File: src/rtl/snes_load_pkg.sv
// load sequencing definitions shared by the control FSM,
// the phase divider and the clear pacing
package snes_load_pkg;

  // cart load sequencer states
  typedef enum logic [1:0] {
    // after reset, no cart loaded yet
    ST_IDLE   = 2'd0,
    // cart download in progress
    ST_LOAD   = 2'd1,
    // countdown after download end
    ST_SETTLE = 2'd2,
    // masks valid, core free to run
    ST_RUN    = 2'd3
  } load_state_t;

  // cycles spent in ST_SETTLE before the mask strobe
  // gives header parsing time to finish on the last word
  localparam logic [2:0] SETTLE_CYCLES = 3'd6;

  // width of the free-running phase divider
  localparam int PHASE_BITS = 2;

  // divider value at which core reset gets updated
  // refresh fires at phase 0, so release lands two slots later
  localparam logic [PHASE_BITS-1:0] RELEASE_PHASE = 2'd2;

endpackage

File: src/rtl/snes_mem_pkg.sv
// memory map definitions for ROM download, core ROM bus,
// mask generation and RAM clear patterns
package snes_mem_pkg;

  // core ROM address, 16 MB window
  localparam int ROM_ADDR_BITS = 24;
  // download address, one bit wider to hold the copier header
  localparam int DL_ADDR_BITS = 25;
  // SDRAM data word
  localparam int DATA_BITS = 16;
  // clear address, covers 128 KB work-RAM
  localparam int FILL_ADDR_BITS = 17;
  // ROM and RAM size codes from the cart header
  localparam int SIZE_BITS = 4;
  // address masks handed to the core
  localparam int MASK_BITS = 24;

  // copier header in front of some dumps
  localparam logic [DL_ADDR_BITS-1:0] HEADER_BYTES = 25'd512;
  // bytes for size code 0
  localparam logic [MASK_BITS-1:0] MASK_BASE = 24'd1024;

  // fill pattern select for the RAM clear
  typedef enum logic [1:0] {
    // 66h / 99h on addr[8] ^ addr[2]
    FILL_CHECKER = 2'd0,
    // ffh / 00h on addr[9] ^ addr[0]
    FILL_STRIPE  = 2'd1,
    FILL_55      = 2'd2,
    FILL_FF      = 2'd3
  } fill_pattern_t;

endpackage

File: src/rtl/cart_load_ctrl.sv
`timescale 1ns/1ps

// sequences download, settle and run
// and combines everything that keeps the core in reset
module cart_load_ctrl (
  input  logic clk_sys,
  input  logic reset,
  input  logic cart_download,
  input  logic core_reset_req,
  input  logic fill_busy,
  output logic clear_start,
  output logic mask_load,
  output logic hold_reset
);

  snes_load_pkg::load_state_t state;
  logic prev_download;
  logic [$bits(snes_load_pkg::SETTLE_CYCLES)-1:0] settle_cnt;
  logic dl_rise;
  logic dl_fall;

  // edges of the download level
  assign dl_rise = cart_download & ~prev_download;
  assign dl_fall = ~cart_download & prev_download;

  always_ff @(posedge clk_sys) begin
    if (!reset) begin
      state         <= snes_load_pkg::ST_IDLE;
      prev_download <= 1'b0;
      settle_cnt    <= '0;
      clear_start   <= 1'b0;
      mask_load     <= 1'b0;
    end else begin
      prev_download <= cart_download;
      // one-cycle strobes by default
      clear_start   <= 1'b0;
      mask_load     <= 1'b0;

      if (dl_rise) begin
        // new cart, restart from load even mid-settle
        state       <= snes_load_pkg::ST_LOAD;
        clear_start <= 1'b1;
        settle_cnt  <= '0;
      end else begin
        case (state)
          snes_load_pkg::ST_LOAD: begin
            if (dl_fall) begin
              state      <= snes_load_pkg::ST_SETTLE;
              settle_cnt <= '0;
            end
          end
          snes_load_pkg::ST_SETTLE: begin
            settle_cnt <= settle_cnt + 1'b1;
            // strobe lands in the last settle cycle
            if (settle_cnt == snes_load_pkg::SETTLE_CYCLES - 3'd2) begin
              mask_load <= 1'b1;
            end
            if (settle_cnt == snes_load_pkg::SETTLE_CYCLES - 3'd1) begin
              state <= snes_load_pkg::ST_RUN;
            end
          end
          // idle and run just wait for the next download
          default: begin
            settle_cnt <= '0;
          end
        endcase
      end
    end
  end

  // core held while loading, settling, clearing
  // or when the outside asks for it
  assign hold_reset = (state == snes_load_pkg::ST_LOAD) |
                      (state == snes_load_pkg::ST_SETTLE) |
                      fill_busy | core_reset_req;

endmodule

File: src/rtl/ram_clear_gen.sv
`timescale 1ns/1ps

// clears work-RAM and audio-RAM after a download starts
// runs at quarter rate so the PSRAM keeps up
module ram_clear_gen (
  input  logic                                    clk_sys,
  input  logic                                    reset,
  input  logic                                    clear_start,
  input  snes_mem_pkg::fill_pattern_t             wram_pattern,
  input  snes_mem_pkg::fill_pattern_t             aram_pattern,
  output logic                                    fill_busy,
  output logic                                    fill_we,
  output logic [snes_mem_pkg::FILL_ADDR_BITS-1:0] fill_addr,
  output logic [7:0]                              wram_fill_data,
  output logic [7:0]                              aram_fill_data
);

  logic [snes_load_pkg::PHASE_BITS-1:0] clear_div;

  // fill byte for one pattern at one address
  function automatic logic [7:0] fill_byte(
    input snes_mem_pkg::fill_pattern_t       pat,
    input [snes_mem_pkg::FILL_ADDR_BITS-1:0] addr
  );
    case (pat)
      snes_mem_pkg::FILL_CHECKER: fill_byte = (addr[8] ^ addr[2]) ? 8'h66 : 8'h99;
      snes_mem_pkg::FILL_STRIPE:  fill_byte = (addr[9] ^ addr[0]) ? 8'hff : 8'h00;
      snes_mem_pkg::FILL_55:      fill_byte = 8'h55;
      default:                    fill_byte = 8'hff;
    endcase
  endfunction

  always_ff @(posedge clk_sys) begin
    if (!reset) begin
      clear_div <= '0;
      fill_busy <= 1'b0;
      fill_addr <= '0;
    end else begin
      clear_div <= clear_div + 1'b1;
      if (clear_start) begin
        // restart pacing so address 0 gets a full slot
        clear_div <= '0;
        fill_busy <= 1'b1;
        fill_addr <= '0;
      end else if (fill_busy) begin
        if (&fill_addr) begin
          // last location written, back to idle
          fill_busy <= 1'b0;
          fill_addr <= '0;
        end else if (&clear_div) begin
          fill_addr <= fill_addr + 1'b1;
        end
      end else begin
        // counter parked at zero while idle
        fill_addr <= '0;
      end
    end
  end

  // every busy cycle is a write
  assign fill_we = fill_busy;

  // separate pattern per RAM, same address
  assign wram_fill_data = fill_byte(wram_pattern, fill_addr);
  assign aram_fill_data = fill_byte(aram_pattern, fill_addr);

endmodule

File: src/rtl/cart_mask_regs.sv
`timescale 1ns/1ps

// address masks and save-RAM size for the core
// latched once the settle countdown is over
module cart_mask_regs (
  input  logic                               clk_sys,
  input  logic                               reset,
  input  logic                               mask_load,
  input  logic [snes_mem_pkg::SIZE_BITS-1:0] rom_size,
  input  logic [snes_mem_pkg::SIZE_BITS-1:0] ram_size,
  output logic [snes_mem_pkg::MASK_BITS-1:0] rom_mask,
  output logic [snes_mem_pkg::MASK_BITS-1:0] ram_mask,
  output logic [snes_mem_pkg::SIZE_BITS-1:0] sram_size
);

  always_ff @(posedge clk_sys) begin
    if (!reset) begin
      rom_mask  <= '0;
      ram_mask  <= '0;
      sram_size <= '0;
    end else if (mask_load) begin
      // 1 KB << code, minus one gives the mask
      rom_mask <= (snes_mem_pkg::MASK_BASE << rom_size) - 1'b1;
      // code 0 means no cart RAM at all
      if (ram_size != '0) begin
        ram_mask <= (snes_mem_pkg::MASK_BASE << ram_size) - 1'b1;
      end else begin
        ram_mask <= '0;
      end
      sram_size <= ram_size;
    end
  end

endmodule

File: src/rtl/core_phase_gen.sv
`timescale 1ns/1ps

// free-running phase divider
// paces the SDRAM refresh pulse and the core reset release
module core_phase_gen (
  input  logic clk_sys,
  input  logic reset,
  input  logic hold_reset,
  output logic refresh,
  output logic core_reset_n
);

  logic [snes_load_pkg::PHASE_BITS-1:0] phase_div;

  always_ff @(posedge clk_sys) begin
    if (!reset) begin
      phase_div    <= '0;
      refresh      <= 1'b0;
      core_reset_n <= 1'b0;
    end else begin
      phase_div <= phase_div + 1'b1;
      // one refresh slot per divider turn
      refresh   <= (phase_div == '0);
      // reset only moves on its own phase
      // keeps release aligned with the bus slots
      if (phase_div == snes_load_pkg::RELEASE_PHASE) begin
        core_reset_n <= ~hold_reset;
      end
    end
  end

endmodule

File: src/rtl/rom_bus_mux.sv
`timescale 1ns/1ps

// steers the SDRAM request between the cart download
// and the core ROM bus
module rom_bus_mux (
  input  logic                                  cart_download,
  input  logic                                  has_header,
  input  logic [snes_mem_pkg::DL_ADDR_BITS-1:0] dl_addr,
  input  logic [snes_mem_pkg::DATA_BITS-1:0]    dl_data,
  input  logic                                  dl_wr,
  input  logic [snes_mem_pkg::ROM_ADDR_BITS-1:0] rom_addr,
  input  logic [snes_mem_pkg::DATA_BITS-1:0]    rom_d,
  input  logic                                  rom_oe_n,
  input  logic                                  rom_we_n,
  input  logic                                  rom_word,
  input  logic                                  core_reset_n,
  input  logic                                  refresh,
  output logic [snes_mem_pkg::DL_ADDR_BITS-1:0] sdram_addr,
  output logic [snes_mem_pkg::DATA_BITS-1:0]    sdram_din,
  output logic                                  sdram_rd,
  output logic                                  sdram_wr,
  output logic                                  sdram_word
);

  logic [snes_mem_pkg::DL_ADDR_BITS-1:0] dl_addr_strip;

  // drop the 512 byte copier header so ROM starts at 0
  assign dl_addr_strip = has_header ? dl_addr - snes_mem_pkg::HEADER_BYTES : dl_addr;

  always_comb begin
    if (cart_download) begin
      // download always writes full words, never reads
      sdram_addr = dl_addr_strip;
      sdram_din  = dl_data;
      sdram_wr   = dl_wr;
      sdram_word = 1'b1;
      sdram_rd   = 1'b0;
    end else begin
      sdram_addr = snes_mem_pkg::DL_ADDR_BITS'(rom_addr);
      sdram_din  = rom_d;
      sdram_wr   = ~rom_we_n;
      sdram_word = rom_word;
      // core in reset, idle slots used for refresh reads
      sdram_rd   = core_reset_n ? ~rom_oe_n : refresh;
    end
  end

endmodule

File: src/rtl/snes_load_top.sv
`timescale 1ns/1ps

// cart load and memory preparation around the console core
module snes_load_top (
  input  logic                                   clk_sys,
  input  logic                                   reset,
  input  logic                                   cart_download,
  input  logic                                   core_reset_req,
  // download side
  input  logic                                   has_header,
  input  logic [snes_mem_pkg::DL_ADDR_BITS-1:0]  dl_addr,
  input  logic [snes_mem_pkg::DATA_BITS-1:0]     dl_data,
  input  logic                                   dl_wr,
  // core ROM bus
  input  logic [snes_mem_pkg::ROM_ADDR_BITS-1:0] rom_addr,
  input  logic [snes_mem_pkg::DATA_BITS-1:0]     rom_d,
  input  logic                                   rom_oe_n,
  input  logic                                   rom_we_n,
  input  logic                                   rom_word,
  // header info and clear options
  input  logic [snes_mem_pkg::SIZE_BITS-1:0]     rom_size,
  input  logic [snes_mem_pkg::SIZE_BITS-1:0]     ram_size,
  input  snes_mem_pkg::fill_pattern_t            wram_pattern,
  input  snes_mem_pkg::fill_pattern_t            aram_pattern,
  output logic                                   core_reset_n,
  output logic                                   refresh,
  // RAM clear toward PSRAM
  output logic                                   fill_busy,
  output logic                                   fill_we,
  output logic [snes_mem_pkg::FILL_ADDR_BITS-1:0] fill_addr,
  output logic [7:0]                             wram_fill_data,
  output logic [7:0]                             aram_fill_data,
  // masks for the core
  output logic [snes_mem_pkg::MASK_BITS-1:0]     rom_mask,
  output logic [snes_mem_pkg::MASK_BITS-1:0]     ram_mask,
  output logic [snes_mem_pkg::SIZE_BITS-1:0]     sram_size,
  // SDRAM request
  output logic [snes_mem_pkg::DL_ADDR_BITS-1:0]  sdram_addr,
  output logic [snes_mem_pkg::DATA_BITS-1:0]     sdram_din,
  output logic                                   sdram_rd,
  output logic                                   sdram_wr,
  output logic                                   sdram_word
);

  logic clear_start;
  logic mask_load;
  logic hold_reset;

  cart_load_ctrl cart_load_ctrl_inst (
    .clk_sys(clk_sys), .reset(reset), .cart_download(cart_download),
    .core_reset_req(core_reset_req), .fill_busy(fill_busy),
    .clear_start(clear_start), .mask_load(mask_load), .hold_reset(hold_reset)
  );

  ram_clear_gen ram_clear_gen_inst (
    .clk_sys(clk_sys), .reset(reset), .clear_start(clear_start),
    .wram_pattern(wram_pattern), .aram_pattern(aram_pattern),
    .fill_busy(fill_busy), .fill_we(fill_we), .fill_addr(fill_addr),
    .wram_fill_data(wram_fill_data), .aram_fill_data(aram_fill_data)
  );

  cart_mask_regs cart_mask_regs_inst (
    .clk_sys(clk_sys), .reset(reset), .mask_load(mask_load),
    .rom_size(rom_size), .ram_size(ram_size),
    .rom_mask(rom_mask), .ram_mask(ram_mask), .sram_size(sram_size)
  );

  core_phase_gen core_phase_gen_inst (
    .clk_sys(clk_sys), .reset(reset), .hold_reset(hold_reset),
    .refresh(refresh), .core_reset_n(core_reset_n)
  );

  rom_bus_mux rom_bus_mux_inst (
    .cart_download(cart_download), .has_header(has_header),
    .dl_addr(dl_addr), .dl_data(dl_data), .dl_wr(dl_wr),
    .rom_addr(rom_addr), .rom_d(rom_d), .rom_oe_n(rom_oe_n),
    .rom_we_n(rom_we_n), .rom_word(rom_word),
    .core_reset_n(core_reset_n), .refresh(refresh),
    .sdram_addr(sdram_addr), .sdram_din(sdram_din), .sdram_rd(sdram_rd),
    .sdram_wr(sdram_wr), .sdram_word(sdram_word)
  );

endmodule

File: config.mk
export PLATFORM = sky130hd
export DESIGN_NAME = snes_load_top
export DESIGN_NICKNAME = d
export VERILOG_FILES = /design/src/rtl/snes_load_pkg.sv /design/src/rtl/snes_mem_pkg.sv /design/src/rtl/cart_load_ctrl.sv /design/src/rtl/ram_clear_gen.sv /design/src/rtl/cart_mask_regs.sv /design/src/rtl/core_phase_gen.sv /design/src/rtl/rom_bus_mux.sv /design/src/rtl/snes_load_top.sv
export SDC_FILE = /design/constraint.sdc
export NUM_CORES = 1
export LEC_CHECK = 0
export ABC_AREA = 1
export BUFFER_PORTS_ARGS = -buffer_cell sky130_fd_sc_hd__buf_2
export CORE_MARGIN = 3
export CORE_UTILIZATION = 45
export DETAILED_ROUTE_END_ITERATION = 12
export PLACE_DENSITY_LB_ADDON = 0.3
export SETUP_SLACK_MARGIN = 0.05
export SYNTH_ARGS = -nofsm -noshare
export SYNTH_HDL_FRONTEND = slang
export SYNTH_SLANG_ARGS = --single-unit
File: constraint.sdc
create_clock -name clk_sys -period 2.1 [get_ports clk_sys]
set_input_delay 0.105 -clock clk_sys [delete_from_list [all_inputs] [get_ports clk_sys]]
set_output_delay 0.105 -clock clk_sys [all_outputs]
set_load 0.02 [all_outputs]
==> summary.md <==
| Metric | Value |
|---|---|
| CP Max Fanout | `9` |
| Routed Antenna Nets | `0` |
| Tightest Hold Check Type | `in -> reg` |
| DR vias | `4836` |
| Async set-or-reset flop fraction in the synthesized netlist | `0%` |
| Netlist Area Pre-Place | `4210 sq um` |
| Inserted Diodes | `0` |
| Max_cap viols | `0` |
| # IOs | `235` |
| Total of warnings raised by yosys | `0` |
| Clock sink count | `66` |
| CTS max path bufs | `2` |
| Crit. End Element | `flip-flop` |
| Final period util | `88.6%` |
| Netlist cell types | `39` |
| Max VDD drop | `0.400 mV` |
| Min setup slack post-route | `240 ps` |
| Final Cell Area | `5530 sq um` |
| Clock Pin Slew Worst Setup and Hold Paths | `80 ps` |
| Initial antenna violation count | `0` |
| Power Total | `3.23 mW` |
| WL final | `12.7 mm` |
| Layout cells sized above 1 | `33.1%` |
| CP startpoint kind | `flip-flop` |
| #FFs+latches synth | `66` |
| Register area share after synthesis | `31.4%` |
| # H-tree levels | `3` |
| CTS tree | `done` |
| # rows | `34` |
| Status | `finished clean` |
| DR pass1 iterations | `5` |
| Layout Utilization | `62.2%` |
| WS Path Type | `reg -> reg` |
| Max-slew violation count | `0` |
| Pwr per Cell Area | `585 nW/um^2` |
| Slew @ Worst Pin | `703 ps` |
| Syn Area/Cell | `6.37 sq um` |
| Largest net degree at the start of global routing | `46` |
| Clk Latency, worst-skew pair | `350 ps` |
| Port buffer count | `234` |
| CTS resizes | `0` |
| Root buffer cell | `clkbuf_8` |
| WHS | `33.7 ps` |
| Wirelength per Cell | `13.0 microns` |
| Synth Flop Type | `dfxtp_1` |
| RSZ-0062 raised after global routing | `false` |
| Net Count, Synth | `776` |
| Fmax | `0.538 GHz` |
| Critical Path RT | `2350 ps` |
| Final non-filler cell total | `979` |
| Residual DRC | `0` |
| Placed Area | `5270 sq um` |
| Total track usage | `22.7%` |
| Layout Skew | `8.07 ps` |
| Commonest non-fill, non-tap cell in the layout | `buf_2` |
| Most frequent cells in the layout | `buf_2 (234), nand2_1 (215), inv_1 (71), nor2_1 (65), dfxtp_1 (65)` |
| Critical Path AT | `2110 ps` |
| Initial core utilization | `47.4%` |
| Die span in x | `103 microns` |
| Setup TNS | `0 ps` |
| Area grow syn2layout | `31.2%` |
| Fin. Hold Viols | `0` |
| Hold-fix buffers at CTS | `0` |
| Minimum clock period | `1860 ps` |
| Buffer count from post-CTS setup fixing | `0` |
| Leakage | `3.06 nW` |
| Gpl congestion | `0.920` |
| Rel. slew slack | `52.9%` |
| EDFF count, synth | `0` |
| Core Area | `8890 sq um` |
| Cells after DPL | `963` |
| Vias per Instance | `4.94` |
| First-pass GRT wire length | `19.3 mm` |
| Die height | `103 microns` |
| Die area | `10600 sq um` |
| Total gr overflow | `0` |
| Setup violations, final | `0` |
| Cells after synthesis | `661` |
| Final nets | `981` |
| HPWL after DPL | `10.2 mm` |
| Drt initial violations | `242` |
| Number of buffers created by CTS | `9` |
| Dpl ws | `126 ps` |
| Number of global-route vias before repair | `4276` |
| Reg-to-reg setup timing slack | `240 ps` |
critical path, stage by stage, from the launching register on:
cell     delay [ps]
dfxtp_1         380
nand2_1          70
inv_1           100
nand4_1         180
nor4b_2         330
ha_1            200
inv_1            40
nand2_1         110
nor2_4           90
inv_4           120
a21oi_1          50
o21a_1          100
cell families (layout without fill, tap and decap cells):
family,after synthesis,after routing,synth area share (%)
AOI/OAI and AO/OA,93,93,11.9
buffers and inverters,124,334,14.1
and+or+nand+nor,355,355,36.8
adders and majority gates,13,13,3.86
DFF,66,66,31.4
xor gates and xnor gates,10,10,2.08
sequential cells by signal, indices dropped and copies added (netlist names):
signal / count
cart_load_ctrl_inst.clear_start: 1
cart_load_ctrl_inst.mask_load: 1
cart_load_ctrl_inst.prev_download: 1
cart_load_ctrl_inst.settle_cnt: 3
cart_load_ctrl_inst.state: 2
cart_mask_regs_inst.ram_mask: 15
cart_mask_regs_inst.rom_mask: 15
cart_mask_regs_inst.sram_size: 4
core_phase_gen_inst.core_reset_n: 1
core_phase_gen_inst.phase_div: 2
core_phase_gen_inst.refresh: 1
ram_clear_gen_inst.clear_div: 2
ram_clear_gen_inst.fill_addr: 17
ram_clear_gen_inst.fill_busy: 1
area by class of cell:
cell class	count	area, sq um
timing repair buffer	240	1220
fill	857	3360
clock inverter	6	114
inverter	78	297
multi-input combinational	471	2310
tap	108	135
sequential	66	1320
clock buffer	10	138
per-layer routing:
metal / up-vias / routed length, microns / GRT usage, %
met5: - / 0 / 0
met4: 0 / 175 / 5.98
met3: 17 / 1110 / 8.19
met2: 160 / 6340 / 38.5
met1: 2191 / 5060 / 27.3
li1: 2468 / - / -
synth_stat cells, types with 5 or more instances:
cell,count,area [sq um]
nor2_4,10,113
buf_2,5,25.0
dfxtp_1,66,1320
nand4_1,10,62.6
ha_1,13,163
nand2_1,216,811
xor2_1,7,61.3
nor2_1,65,244
a21oi_1,49,245
nand2_2,6,37.5
nor3_1,5,25.0
nand3_1,31,155
buf_4,30,225
clkbuf_1,9,33.8
o21ai_0,29,145
inv_1,73,274
path summary, 6_finish.rpt:
path | start | endpoint | cells after the start
worst max-delay path | ram_clear_gen_inst.fill_addr[11] | ram_clear_gen_inst.fill_addr[10] | 11
worst min-delay path | core_reset_req | core_phase_gen_inst.core_reset_n | 3
worst max register to register | ram_clear_gen_inst.fill_addr[11] | ram_clear_gen_inst.fill_addr[10] | 11
worst min register to register | core_phase_gen_inst.phase_div[0] | core_phase_gen_inst.phase_div[0] | 1
where the power goes:
part	switching [mW]	leakage, nW	internal [mW]
combinational	0.403	2.41	0.226
sequential	0.0128	0.535	1.27
clock	0.498	0.119	0.822
No activity file was read; power rests on OpenSTA's default activity.
